### config.mk
export PLATFORM = sky130hd
export DESIGN_NAME = lcdController
export DESIGN_NICKNAME = d
export VERILOG_FILES = /design/src/rtl/lcdPkg.sv /design/src/rtl/lcdByteIf.sv /design/src/rtl/lcdAxiRegs.sv /design/src/rtl/lcdBusWriter.sv /design/src/rtl/lcdByteFifo.sv /design/src/rtl/lcdCommandSequencer.sv /design/src/rtl/lcdController.sv
export SDC_FILE = /design/constraint.sdc
export NUM_CORES = 1
export LEC_CHECK = 0
export BUFFER_PORTS_ARGS = -buffer_cell sky130_fd_sc_hd__buf_2
export CORE_MARGIN = 1.5
export CORE_UTILIZATION = 45
export CTS_CLUSTER_DIAMETER = 150
export CTS_CLUSTER_SIZE = 10
export DETAILED_ROUTE_END_ITERATION = 10
export PLACE_DENSITY = 0.66
export SYNTH_ARGS = -nofsm -noshare
export SYNTH_HDL_FRONTEND = slang
export SYNTH_SLANG_ARGS = --single-unit
### constraint.sdc
create_clock -name clk -period 2.8 [get_ports clk]
set_clock_uncertainty 0.15 [all_clocks]
set_input_delay 0.28 -clock clk [delete_from_list [all_inputs] [get_ports clk]]
set_output_delay 0.28 -clock clk [all_outputs]
set_load 0.1 [all_outputs]
### src/rtl/lcdPkg.sv
package lcdPkg;

    // AXI4-Lite bus widths
    localparam int axiAddrWidth = 5;
    localparam int axiDataWidth = 32;

    // Register byte offsets
    localparam logic [4:0] addrColumn  = 5'h00;
    localparam logic [4:0] addrRow     = 5'h04;
    localparam logic [4:0] addrDisplay = 5'h08;
    localparam logic [4:0] addrFill    = 5'h0C;
    localparam logic [4:0] addrColor   = 5'h10;
    localparam logic [4:0] addrStatus  = 5'h14;

    // Panel command bytes
    localparam logic [7:0] cmdColumnSet  = 8'h2A;
    localparam logic [7:0] cmdRowSet     = 8'h2B;
    localparam logic [7:0] cmdMemWrite   = 8'h2C;
    localparam logic [7:0] cmdDisplayOn  = 8'h29;
    localparam logic [7:0] cmdDisplayOff = 8'h28;

    localparam int pixelWidth     = 16;   // RGB565
    localparam int fillCountWidth = 17;   // Up to 240 x 320 pixels
    localparam int fifoDepth      = 8;

    // Request handed from the register slave to the sequencer
    typedef enum logic [1:0] {
        reqColumn,
        reqRow,
        reqDisplay,
        reqFill
    } reqKind_e;

    // Window word of a column or row set
    typedef union packed {
        logic [3:0][7:0] bytes;           // bytes[3] goes out first
        struct packed {
            logic [15:0] startCoord;
            logic [15:0] endCoord;
        } coords;
    } windowWord_u;

endpackage

### src/rtl/lcdByteIf.sv
`timescale 1ns/10ps

interface lcdByteIf;

    logic       valid;
    logic       ready;
    logic       dc;      // Low for command, high for parameter
    logic [7:0] data;
    logic       last;    // Final byte of one request

    modport source (
        output valid, dc, data, last,
        input  ready
    );

    modport sink (
        input  valid, dc, data, last,
        output ready
    );

endinterface

### src/rtl/lcdAxiRegs.sv
`timescale 1ns/10ps

module lcdAxiRegs (
    input  logic                              clk,
    input  logic                              rst,
    // Write address and data
    input  logic [lcdPkg::axiAddrWidth-1:0]   awAddr,
    input  logic                              awValid,
    output logic                              awReady,
    input  logic [lcdPkg::axiDataWidth-1:0]   wData,
    input  logic [lcdPkg::axiDataWidth/8-1:0] wStrb,
    input  logic                              wValid,
    output logic                              wReady,
    output logic [1:0]                        bResp,
    output logic                              bValid,
    input  logic                              bReady,
    // Read
    input  logic [lcdPkg::axiAddrWidth-1:0]   arAddr,
    input  logic                              arValid,
    output logic                              arReady,
    output logic [lcdPkg::axiDataWidth-1:0]   rData,
    output logic [1:0]                        rResp,
    output logic                              rValid,
    input  logic                              rReady,
    // Sequencer request
    output logic                              reqValid,
    output lcdPkg::reqKind_e                  reqKind,
    output logic [31:0]                       reqWord,
    output logic [lcdPkg::pixelWidth-1:0]     color,
    input  logic                              seqBusy,
    input  logic                              fifoBusy,
    input  logic                              writerBusy
);

    logic                            live;
    logic                            wrAccept;
    logic                            wrIsReq;
    logic                            rdAccept;
    logic                            statusBusy;
    logic [lcdPkg::axiDataWidth-1:0] readValue;

    // Full-word writes only, wStrb has no effect

    assign wrAccept = live & awValid & wValid & ~seqBusy & ~bValid;
    assign awReady  = wrAccept;
    assign wReady   = wrAccept;
    assign bResp    = 2'b00;    // OKAY

    assign wrIsReq = awAddr inside {lcdPkg::addrColumn, lcdPkg::addrRow,
                                    lcdPkg::addrDisplay, lcdPkg::addrFill};

    assign arReady    = live & ~rValid;
    assign rdAccept   = arValid & arReady;
    assign rResp      = 2'b00;
    assign statusBusy = seqBusy | fifoBusy | writerBusy;

    always_comb begin
        readValue = '0;
        case (arAddr)
            lcdPkg::addrStatus: readValue[0] = statusBusy;
            lcdPkg::addrColor:  readValue[lcdPkg::pixelWidth-1:0] = color;
            default: ;
        endcase
    end

    always_ff @(posedge clk, posedge rst) begin
        if (rst) begin
            live     <= 1'b0;
            bValid   <= 1'b0;
            reqValid <= 1'b0;
            rValid   <= 1'b0;
            color    <= '0;
        end else begin
            live     <= 1'b1;             // Readies open one cycle after reset
            reqValid <= 1'b0;
            if (wrAccept) begin
                bValid   <= 1'b1;
                reqValid <= wrIsReq;
                if (awAddr == lcdPkg::addrColor)
                    color <= wData[lcdPkg::pixelWidth-1:0];
            end else if (bReady) begin
                bValid <= 1'b0;
            end
            if (rdAccept)
                rValid <= 1'b1;
            else if (rReady)
                rValid <= 1'b0;
        end
    end

    always_ff @(posedge clk) begin
        if (wrAccept) begin
            reqWord <= wData;
            case (awAddr)
                lcdPkg::addrColumn:  reqKind <= lcdPkg::reqColumn;
                lcdPkg::addrRow:     reqKind <= lcdPkg::reqRow;
                lcdPkg::addrDisplay: reqKind <= lcdPkg::reqDisplay;
                default:             reqKind <= lcdPkg::reqFill;
            endcase
        end
        if (rdAccept)
            rData <= readValue;
    end

endmodule

### src/rtl/lcdBusWriter.sv
`timescale 1ns/10ps

module lcdBusWriter (
    input  logic       clk,
    input  logic       rst,
    lcdByteIf.sink     in,
    output logic       csx,
    output logic       dcx,
    output logic       wrx,
    output logic [7:0] data,
    output logic       writerBusy
);

    logic pending;   // Select cycle, strobe follows
    logic closing;   // Byte on the pins ends the frame

    // Take a byte only with wrx high and nothing left to strobe or close
    assign in.ready   = wrx & ~pending & ~closing;
    assign writerBusy = ~csx;

    always_ff @(posedge clk, posedge rst) begin
        if (rst) begin
            csx     <= 1'b1;
            dcx     <= 1'b1;
            wrx     <= 1'b1;
            data    <= 8'h00;
            pending <= 1'b0;
            closing <= 1'b0;
        end else if (pending) begin
            wrx     <= 1'b0;                  // Strobe low after select
            pending <= 1'b0;
        end else if (!wrx) begin
            wrx <= 1'b1;                      // Panel latches here
        end else if (closing) begin
            csx     <= 1'b1;
            closing <= 1'b0;
        end else if (in.valid) begin
            data    <= in.data;
            dcx     <= in.dc;
            closing <= in.last;
            if (csx) begin
                csx     <= 1'b0;              // Open frame one cycle ahead of wrx
                pending <= 1'b1;
            end else begin
                wrx <= 1'b0;
            end
        end
    end

endmodule

### src/rtl/lcdByteFifo.sv
`timescale 1ns/10ps

module lcdByteFifo #(
    parameter int depth = lcdPkg::fifoDepth
) (
    input  logic     clk,
    input  logic     rst,
    lcdByteIf.sink   in,
    lcdByteIf.source out,
    output logic     fifoBusy
);

    logic [9:0]                   mem [depth];   // {dc, last, data}
    logic [$clog2(depth)-1:0]     wrPtr;
    logic [$clog2(depth)-1:0]     rdPtr;
    logic [$clog2(depth + 1)-1:0] count;
    logic                         push;
    logic                         pop;

    assign in.ready  = int'(count) != depth;
    assign out.valid = count != '0;
    assign {out.dc, out.last, out.data} = mem[rdPtr];
    assign fifoBusy  = out.valid;

    assign push = in.valid & in.ready;
    assign pop  = out.valid & out.ready;

    always_ff @(posedge clk) begin
        if (push)
            mem[wrPtr] <= {in.dc, in.last, in.data};
    end

    always_ff @(posedge clk, posedge rst) begin
        if (rst) begin
            wrPtr <= '0;
            rdPtr <= '0;
            count <= '0;
        end else begin
            if (push)
                wrPtr <= (int'(wrPtr) == depth - 1) ? '0 : wrPtr + 1'b1;
            if (pop)
                rdPtr <= (int'(rdPtr) == depth - 1) ? '0 : rdPtr + 1'b1;
            case ({push, pop})
                2'b10:   count <= count + 1'b1;
                2'b01:   count <= count - 1'b1;
                default: ;
            endcase
        end
    end

endmodule

### src/rtl/lcdCommandSequencer.sv
`timescale 1ns/10ps

module lcdCommandSequencer (
    input  logic                          clk,
    input  logic                          rst,
    input  logic                          reqValid,
    input  lcdPkg::reqKind_e              reqKind,
    input  logic [31:0]                   reqWord,
    input  logic [lcdPkg::pixelWidth-1:0] color,
    output logic                          seqBusy,
    lcdByteIf.source                      out
);

    logic                              busy;
    logic                              inParams;     // Command byte already sent
    logic                              hiByte;       // Next fill byte is the high half
    logic [1:0]                        byteIdx;
    logic [lcdPkg::fillCountWidth-1:0] pixelsLeft;
    lcdPkg::reqKind_e                  kind;
    lcdPkg::windowWord_u               word;
    logic                              isFill;
    logic [7:0]                        cmdByte;
    logic [7:0]                        paramByte;
    logic                              cmdLast;
    logic                              paramLast;

    assign seqBusy = busy;
    assign isFill  = kind == lcdPkg::reqFill;

    always_comb begin
        case (kind)
            lcdPkg::reqColumn:  cmdByte = lcdPkg::cmdColumnSet;
            lcdPkg::reqRow:     cmdByte = lcdPkg::cmdRowSet;
            lcdPkg::reqDisplay: cmdByte = word.bytes[0][0] ? lcdPkg::cmdDisplayOn
                                                           : lcdPkg::cmdDisplayOff;
            default:            cmdByte = lcdPkg::cmdMemWrite;
        endcase
    end

    // Display has no parameters, an empty fill stops after the command
    assign cmdLast = (kind == lcdPkg::reqDisplay) || (isFill && pixelsLeft == '0);

    always_comb begin
        if (isFill) begin
            paramByte = hiByte ? color[15:8] : color[7:0];
            paramLast = !hiByte && pixelsLeft == lcdPkg::fillCountWidth'(1);
        end else begin
            paramByte = word.bytes[byteIdx];    // MSB first
            paramLast = byteIdx == 2'd0;
        end
    end

    assign out.valid = busy;
    assign out.dc    = inParams;
    assign out.data  = inParams ? paramByte : cmdByte;
    assign out.last  = inParams ? paramLast : cmdLast;

    always_ff @(posedge clk, posedge rst) begin
        if (rst) begin
            busy       <= 1'b0;
            inParams   <= 1'b0;
            hiByte     <= 1'b1;
            byteIdx    <= 2'd3;
            pixelsLeft <= '0;
        end else if (!busy) begin
            if (reqValid) begin
                busy       <= 1'b1;
                inParams   <= 1'b0;
                hiByte     <= 1'b1;
                byteIdx    <= 2'd3;
                pixelsLeft <= reqWord[lcdPkg::fillCountWidth-1:0];
            end
        end else if (out.ready) begin
            if (out.last)
                busy <= 1'b0;
            if (!inParams) begin
                inParams <= 1'b1;
            end else if (isFill) begin
                hiByte <= ~hiByte;
                if (!hiByte)
                    pixelsLeft <= pixelsLeft - 1'b1;  // One pixel per byte pair
            end else begin
                byteIdx <= byteIdx - 1'b1;
            end
        end
    end

    always_ff @(posedge clk) begin
        if (!busy && reqValid) begin
            kind <= reqKind;
            word <= reqWord;
        end
    end

endmodule

### src/rtl/lcdController.sv
`timescale 1ns/10ps

module lcdController (
    input  logic                              clk,
    input  logic                              rst,
    input  logic [lcdPkg::axiAddrWidth-1:0]   awAddr,
    input  logic                              awValid,
    output logic                              awReady,
    input  logic [lcdPkg::axiDataWidth-1:0]   wData,
    input  logic [lcdPkg::axiDataWidth/8-1:0] wStrb,
    input  logic                              wValid,
    output logic                              wReady,
    output logic [1:0]                        bResp,
    output logic                              bValid,
    input  logic                              bReady,
    input  logic [lcdPkg::axiAddrWidth-1:0]   arAddr,
    input  logic                              arValid,
    output logic                              arReady,
    output logic [lcdPkg::axiDataWidth-1:0]   rData,
    output logic [1:0]                        rResp,
    output logic                              rValid,
    input  logic                              rReady,
    // Display bus
    output logic                              csx,
    output logic                              dcx,
    output logic                              wrx,
    output logic [7:0]                        data
);

    logic                          reqValid;
    lcdPkg::reqKind_e              reqKind;
    logic [31:0]                   reqWord;
    logic [lcdPkg::pixelWidth-1:0] color;
    logic                          seqBusy;
    logic                          fifoBusy;
    logic                          writerBusy;

    lcdByteIf seqToFifo ();
    lcdByteIf fifoToWriter ();

    lcdAxiRegs axiRegs_i (
        .clk, .rst,
        .awAddr, .awValid, .awReady,
        .wData, .wStrb, .wValid, .wReady,
        .bResp, .bValid, .bReady,
        .arAddr, .arValid, .arReady,
        .rData, .rResp, .rValid, .rReady,
        .reqValid, .reqKind, .reqWord, .color,
        .seqBusy, .fifoBusy, .writerBusy
    );

    lcdCommandSequencer sequencer_i (
        .clk, .rst,
        .reqValid, .reqKind, .reqWord, .color,
        .seqBusy,
        .out (seqToFifo.source)
    );

    lcdByteFifo #(
        .depth (lcdPkg::fifoDepth)
    ) fifo_i (
        .clk, .rst,
        .in       (seqToFifo.sink),
        .out      (fifoToWriter.source),
        .fifoBusy
    );

    lcdBusWriter writer_i (
        .clk, .rst,
        .in (fifoToWriter.sink),
        .csx, .dcx, .wrx, .data,
        .writerBusy
    );

endmodule

Yosys cells after proc, flatten, opt, wreduce, memory -nomap -nowiden. Memories as Yosys holds them, arrays and structs flattened. Cells that the tools add are included.

Logic and storage cells: 154. RAM bits: 80. Output and inout port bits: 52. Flip-flop bits (word level): 149. Memories kept: 1.

Memories: fifo_i.mem (depth 8, bits a word 10, rd ports 1, clocked after memory_dff 0, wr ports 1, RTL line lcdByteFifo.sv:13) `logic [9:0] mem [depth];`.

Magnitude comparators: 1. Add/sub/neg operators: 6. Muxes and demuxes: 57. Equality and inequality tests: 20. Reduce and logical (&&, ||, !) cells: 25. Bitwise gates (word level): 19.

Operators with widths (number): $mux W17 (6); $mux W1 (35); $mux W8 (4); $pmux W8 S3 (1); $eq A17 B1 Y1 const B (1); $logic_not A17 Y1 (1); $sub A17 B1 Y17 const B (1); $bmux W8 S2 (1); $eq A5 B5 Y1 const B (3); $reduce_and A4 Y1 (3); $and A1 B1 Y1 (10); $eq A5 B4 Y1 const B (2); $mux W2 (5); $reduce_bool A2 Y1 (5); $ne A2 B2 Y1 const B (4); $pmux W4 S2 (1); $reduce_bool A4 Y1 (2); $not A1 Y1 (7); $add A3 B1 Y3 const B (2); $eq A2 B2 Y1 const B (3); $eq A3 B1 Y1 const B (2); $mux W3 (2); $pmux W2 S3 (1); $reduce_and A2 Y1 (3); other kinds (17) (23).

Depth between registers and ports, before layout.
Depth after elaboration: 7. Depth in mapped cells: 12. Mapped depth without buffers: 10.

Modules after synthesis. A second synthesis with hierarchy kept.

Cells, all modules: 611. Area, all modules: 9800.6 µm².

By module, submodules not included: lcdByteFifo (cells an instance 185, area each 3786.1 µm², instances 1); lcdCommandSequencer (cells an instance 245, area each 2857.7 µm², instances 1); lcdAxiRegs (cells an instance 146, area each 2597.5 µm², instances 1); lcdBusWriter (cells an instance 35, area each 559.3 µm², instances 1).

Worst setup path after synthesis. OpenSTA, ideal clock, no wires.

Path kind: reg-to-reg. From: register axiRegs_i.bValid. To: register axiRegs_i.color[0] (netlist name). Cell stages (with the launch flop): 8. Library setup time: 0.125 ns. Clock period less this slack: 3.618 ns. Buffers on the path: 2. Setup slack: -0.818 ns. Data arrival time: 3.343 ns. Required time: 2.525 ns. Path through: dfrtp_1 > nor2_1 > nand4_1 > inv_1 > and3_1 > buf_2 > buf_4 > mux2_2.

Cells in the longest elaborated chain, start to end: 3.

RTL lines: from (decl) (RTL line lcdAxiRegs.sv:15) `output logic bValid,`; from (signal assigned) (RTL line lcdAxiRegs.sv:69) `bValid <= 1'b0;`; from (signal assigned) (RTL line lcdAxiRegs.sv:77) `bValid <= 1'b1;`; from (signal assigned) (RTL line lcdAxiRegs.sv:82) `bValid <= 1'b0;`; $not A1 Y1 (RTL line lcdAxiRegs.sv:44) `assign wrAccept = live & awValid & wValid & ~seqBusy & ~bValid;`; $and A1 B1 Y1 (RTL line lcdAxiRegs.sv:44); via awReady (RTL line lcdController.sv:8) `output logic awReady,`; $reduce_and A2 Y1 (no source line); to (signal assigned) (RTL line lcdAxiRegs.sv:80) `color <= wData[lcdPkg::pixelWidth-1:0];`; to (decl) (RTL line lcdAxiRegs.sv:29) `output logic [lcdPkg::pixelWidth-1:0] color,`.

The timed path passes the listed nets, and every way through them passes these cells. A chain may end at the register's enable or synchronous reset.

Worst setup path in the final report.
From: register fifo_i.count[1]. To: register fifo_i.count[2].

Cells in the longest elaborated chain, start to end: 4.

RTL lines: from (decl) (RTL line lcdByteFifo.sv:16) `logic [$clog2(depth + 1)-1:0] count;`; from (signal assigned) (RTL line lcdByteFifo.sv:44) `2'b10: count <= count + 1'b1;`; from (signal assigned) (RTL line lcdByteFifo.sv:45) `2'b01: count <= count - 1'b1;`; $ne A4 B4 Y1 / $reduce_bool A4 Y1 (equally long branches) (RTL line lcdByteFifo.sv:20, lcdByteFifo.sv:21); $and A1 B1 Y1, on equally long branches (RTL line lcdByteFifo.sv:25, lcdByteFifo.sv:26); $eq A2 B1 Y1 / $eq A2 B2 Y1 (equally long branches) (RTL line lcdByteFifo.sv:43) `case ({push, pop})`; $pmux W4 S2 / $reduce_bool A2 Y1 (equally long branches).

Several ways; a longest one is shown, not always the timed one.

==> results.yml <==
synth:
  ys_types: 64
  netlist.area_leader.share_pct: 51.50
  ys_ff_latch: 229
  ys_warn_count: 0
  synthFlopType: "edfxtp_1"
  synth.most_common_cell: "edfxtp_1"
  yosys-top-cells-area: "edfxtp_1 (51%), dfrtp_1 (15%), mux4_2 (6.6%)"
  syn_area_mm2: 0.009563
  synth_seq_area_share_pct: 68.59
  synth_common_cells: "edfxtp_1 (164), dfrtp_1 (59), nor2_1 (35), nand2_1 (33), mux4_2 (28)"
  syn_area_per_cell_um2: 15.75
  yosysTopAreaCell: "edfxtp_1"
  syn_inst: 607
  synth_edf_count: 164
  async_flop_share_pct: 28.38
cts:
  cts_tree: "yes"
  path_clk_slew_ns: 0.06
  clkLatencyLatePin_ns: 0.51
  cts_buffers: 26
  htreeDepth: 1
  cts-root-buf: "clkbuf_16"
  cts_sinks: 229
  clock_path_buffers: 3
power:
  switching_power_mw: 4.006
  finalPower_mw: 11.48
  power_density_mw_per_mm2: 993.6
  internal-power_mw: 7.471
  pwr-share-seq_pct: 43.0
  power_frac_comb_pct: 30.7
  power.leakage_nw: 4.383
  p_sw_share_pct: 34.90
  pwr-share-clk_pct: 26.3
  vdd_ir_drop_max_v: 0.0005379
sta:
  rsz0062_at_grt: "no"
  period_needed_ns: 2.599
  worst_pin_slew_ns: 1.124
  slew_headroom_pct: 24.77
  setup_viol: 0
  finalCritPeriodShare_pct: 92.83
  worst_slack_ns: 0.2008
  fmax_ghz: 0.3847
  hold_viol: 0
  tns_ns: 0
  slew_violations: 0
routing:
  drt_iter0_markers: 483
  routed_via_density: 5.379
  wl_um: 20490
  ant_nets: 0
  wire_per_inst_um: 19.40
  vias: 5680
  firstDrtPassIters: 5
  drc: 0
setup_path:
  worstPathRequired_ns: 3.04
  startpoint: "fifo_i.count[1]"
  slowest_stage: "or4_4"
  path_cells: "or4_4, nand2_1, nor2_2, ha_2, xor2_1, ha_1, a21oi_1, xor2_1, nor2_1, xor2_1"
  rr_worst_depth: 10
  cpPeakStageDelay_ns: 0.56
  rrSetupSlack_ns: 0.20
  crit_path_end_kind: "register"
  crit_path_max_fanout: 5
  cp-start-kind: "register"
  worstReg2RegStart: "fifo_i.count[1]"
  critPathMostFrequentCell: "xor2_1"
  crit_type: "register to register"
  cp.arrival_ns: 2.84
  r2r-end: "fifo_i.count[2]"
flow_run:
  max_cap_viol_count: 0
final_layout:
  area_growth_pct: 20.78
  finalNonFillerCells: 1056
  fin_nets: 825
  antenna_cells: 0
  drive_gt1_share_pct: 27.40
floorplanning:
  initial_core_util_pct: 45.64
  rows: 53
  die_y_um: 148.8
  ios: 105
  die_area_mm2: 0.02213
  dieWidth_um: 148.8
  design.core.area_mm2: 0.02096
grt:
  grt_pass1_wl_um: 31920
  grt_pass1_vias: 6029
  grt_use_total_pct: 18.82
  grt_max_degree: 35
  gr-total-overflow: 0
  antenna_found_initial: 0
placed_design:
  dp_slack_ns: 0.09457
  gp_congestion: 0.8600
  dp_cells: 964
  port_buffers: 80
  dpl.hpwl_um: 13320
status:
  outcome: "complete, no violations"
worst_hold_path:
  hold_path.class: "input pin to register"
  hold_depth: 3
  hp-start: "arAddr[1]"
  min_to: "axiRegs_i.rData[0]"
==> worst max-delay path by stage <==
stage | slack [ns] | endpoint
floorplan | -0.19 | axiRegs_i.color[0]
global placement | 0.22 | fifo_i.count[2]
detailed placement | 0.09 | fifo_i.count[2]
CTS | 0.08 | fifo_i.count[2]
global route | 0.06 | fifo_i.count[2]
finish | 0.20 | fifo_i.count[2]
==> routing by layer <==
metal	routed length (um)	track usage [%]	vias up
met1	8075	23.52	2849
met2	10640	33.09	194
met3	933	2.722	59
li1	-	-	2578
met4	840	7.426	0
met5	0	0	-
==> sequential cells by signal, indices dropped and copies added, names as in the netlist, 3 cells and up <==
signal / flops
axiRegs_i.color: 16
axiRegs_i.rData: 16
axiRegs_i.reqWord: 32
fifo_i.count: 4
fifo_i.mem: 80
fifo_i.rdPtr: 3
fifo_i.wrPtr: 3
sequencer_i.pixelsLeft: 17
sequencer_i.word: 32
writer_i.data: 8
==> through the flow <==
stage	instance area [um2]	util (%)	hold WS (ns)
5_1_grt	11550	55.12	0.03517
4_1_cts	11540	55.05	0.007881
3_3_place_gp	10350	49.40	0.2327
6_report	11550	55.12	0.01311
2_1_floorplan	9661	-	0.2005
3_5_place_dp	10350	49.40	0.2422
==> final cells by class <==
class / instances / area, um2
tap: 275 / 344.1
timing repair buffer: 152 / 1061
clock buffer: 48 / 754.5
sequential: 229 / 6564
multi-input combinational: 337 / 2766
inverter: 15 / 60.06
fill: 1672 / 9405
==> worst max-delay path: cells and delay by family, from the launching register on <==
family | cells | cell delay [ns]
simple gates | 4 | 0.80
xor+xnor | 3 | 0.50
flops | 1 | 0.43
fa+ha+maj | 2 | 0.42
compound gates | 1 | 0.18
==> cell families (layout without fill, tap and decap cells) <==
family / after synthesis / after routing / synth area share [%]
AO/OA/AOI/OAI: 74 / 74 / 5.090
other: 2 / 21 / 0.07853
buffers and inverters: 60 / 215 / 3.441
XOR/XNOR: 16 / 16 / 1.465
adder cells (fa/ha/maj): 11 / 11 / 1.439
flip-flops: 229 / 229 / 68.59
AND/OR/NAND/NOR: 149 / 149 / 9.067
multiplexers: 66 / 66 / 10.83
==> layout by cell type, fill, tap and decap left out, drive strengths merged, types with 11 or more instances in the layout <==
cell type / count
mux2: 20
edfxtp: 164
mux4: 28
inv: 13
dfrtp: 59
clkbuf: 48
buf: 109
conb: 21
nand2: 33
ha: 11
nor3: 11
nor2: 36
mux2i: 18
a21oi: 26
and2: 19
dlygate4sd3: 43
==> power by group through the flow <==
stage	Combinational, mW	Clock [mW]	Sequential [mW]
2_1_floorplan	2.24	0	5.35
3_3_place_gp	3.33	0	4.96
3_5_place_dp	3.47	0	5.00
4_1_cts	3.53	3.08	4.94
5_1_grt	3.81	3.22	5.02
6_report	3.52	3.02	4.94
==> what timing repair did <==
item                                   CTS  global route
gates resized for setup                  0             2
setup endpoints to repair                0             1
endpoints found under the hold margin   82             0
hold buffers                            43             0
setup buffers                            0             1
No activity file was read; power rests on OpenSTA's default activity.
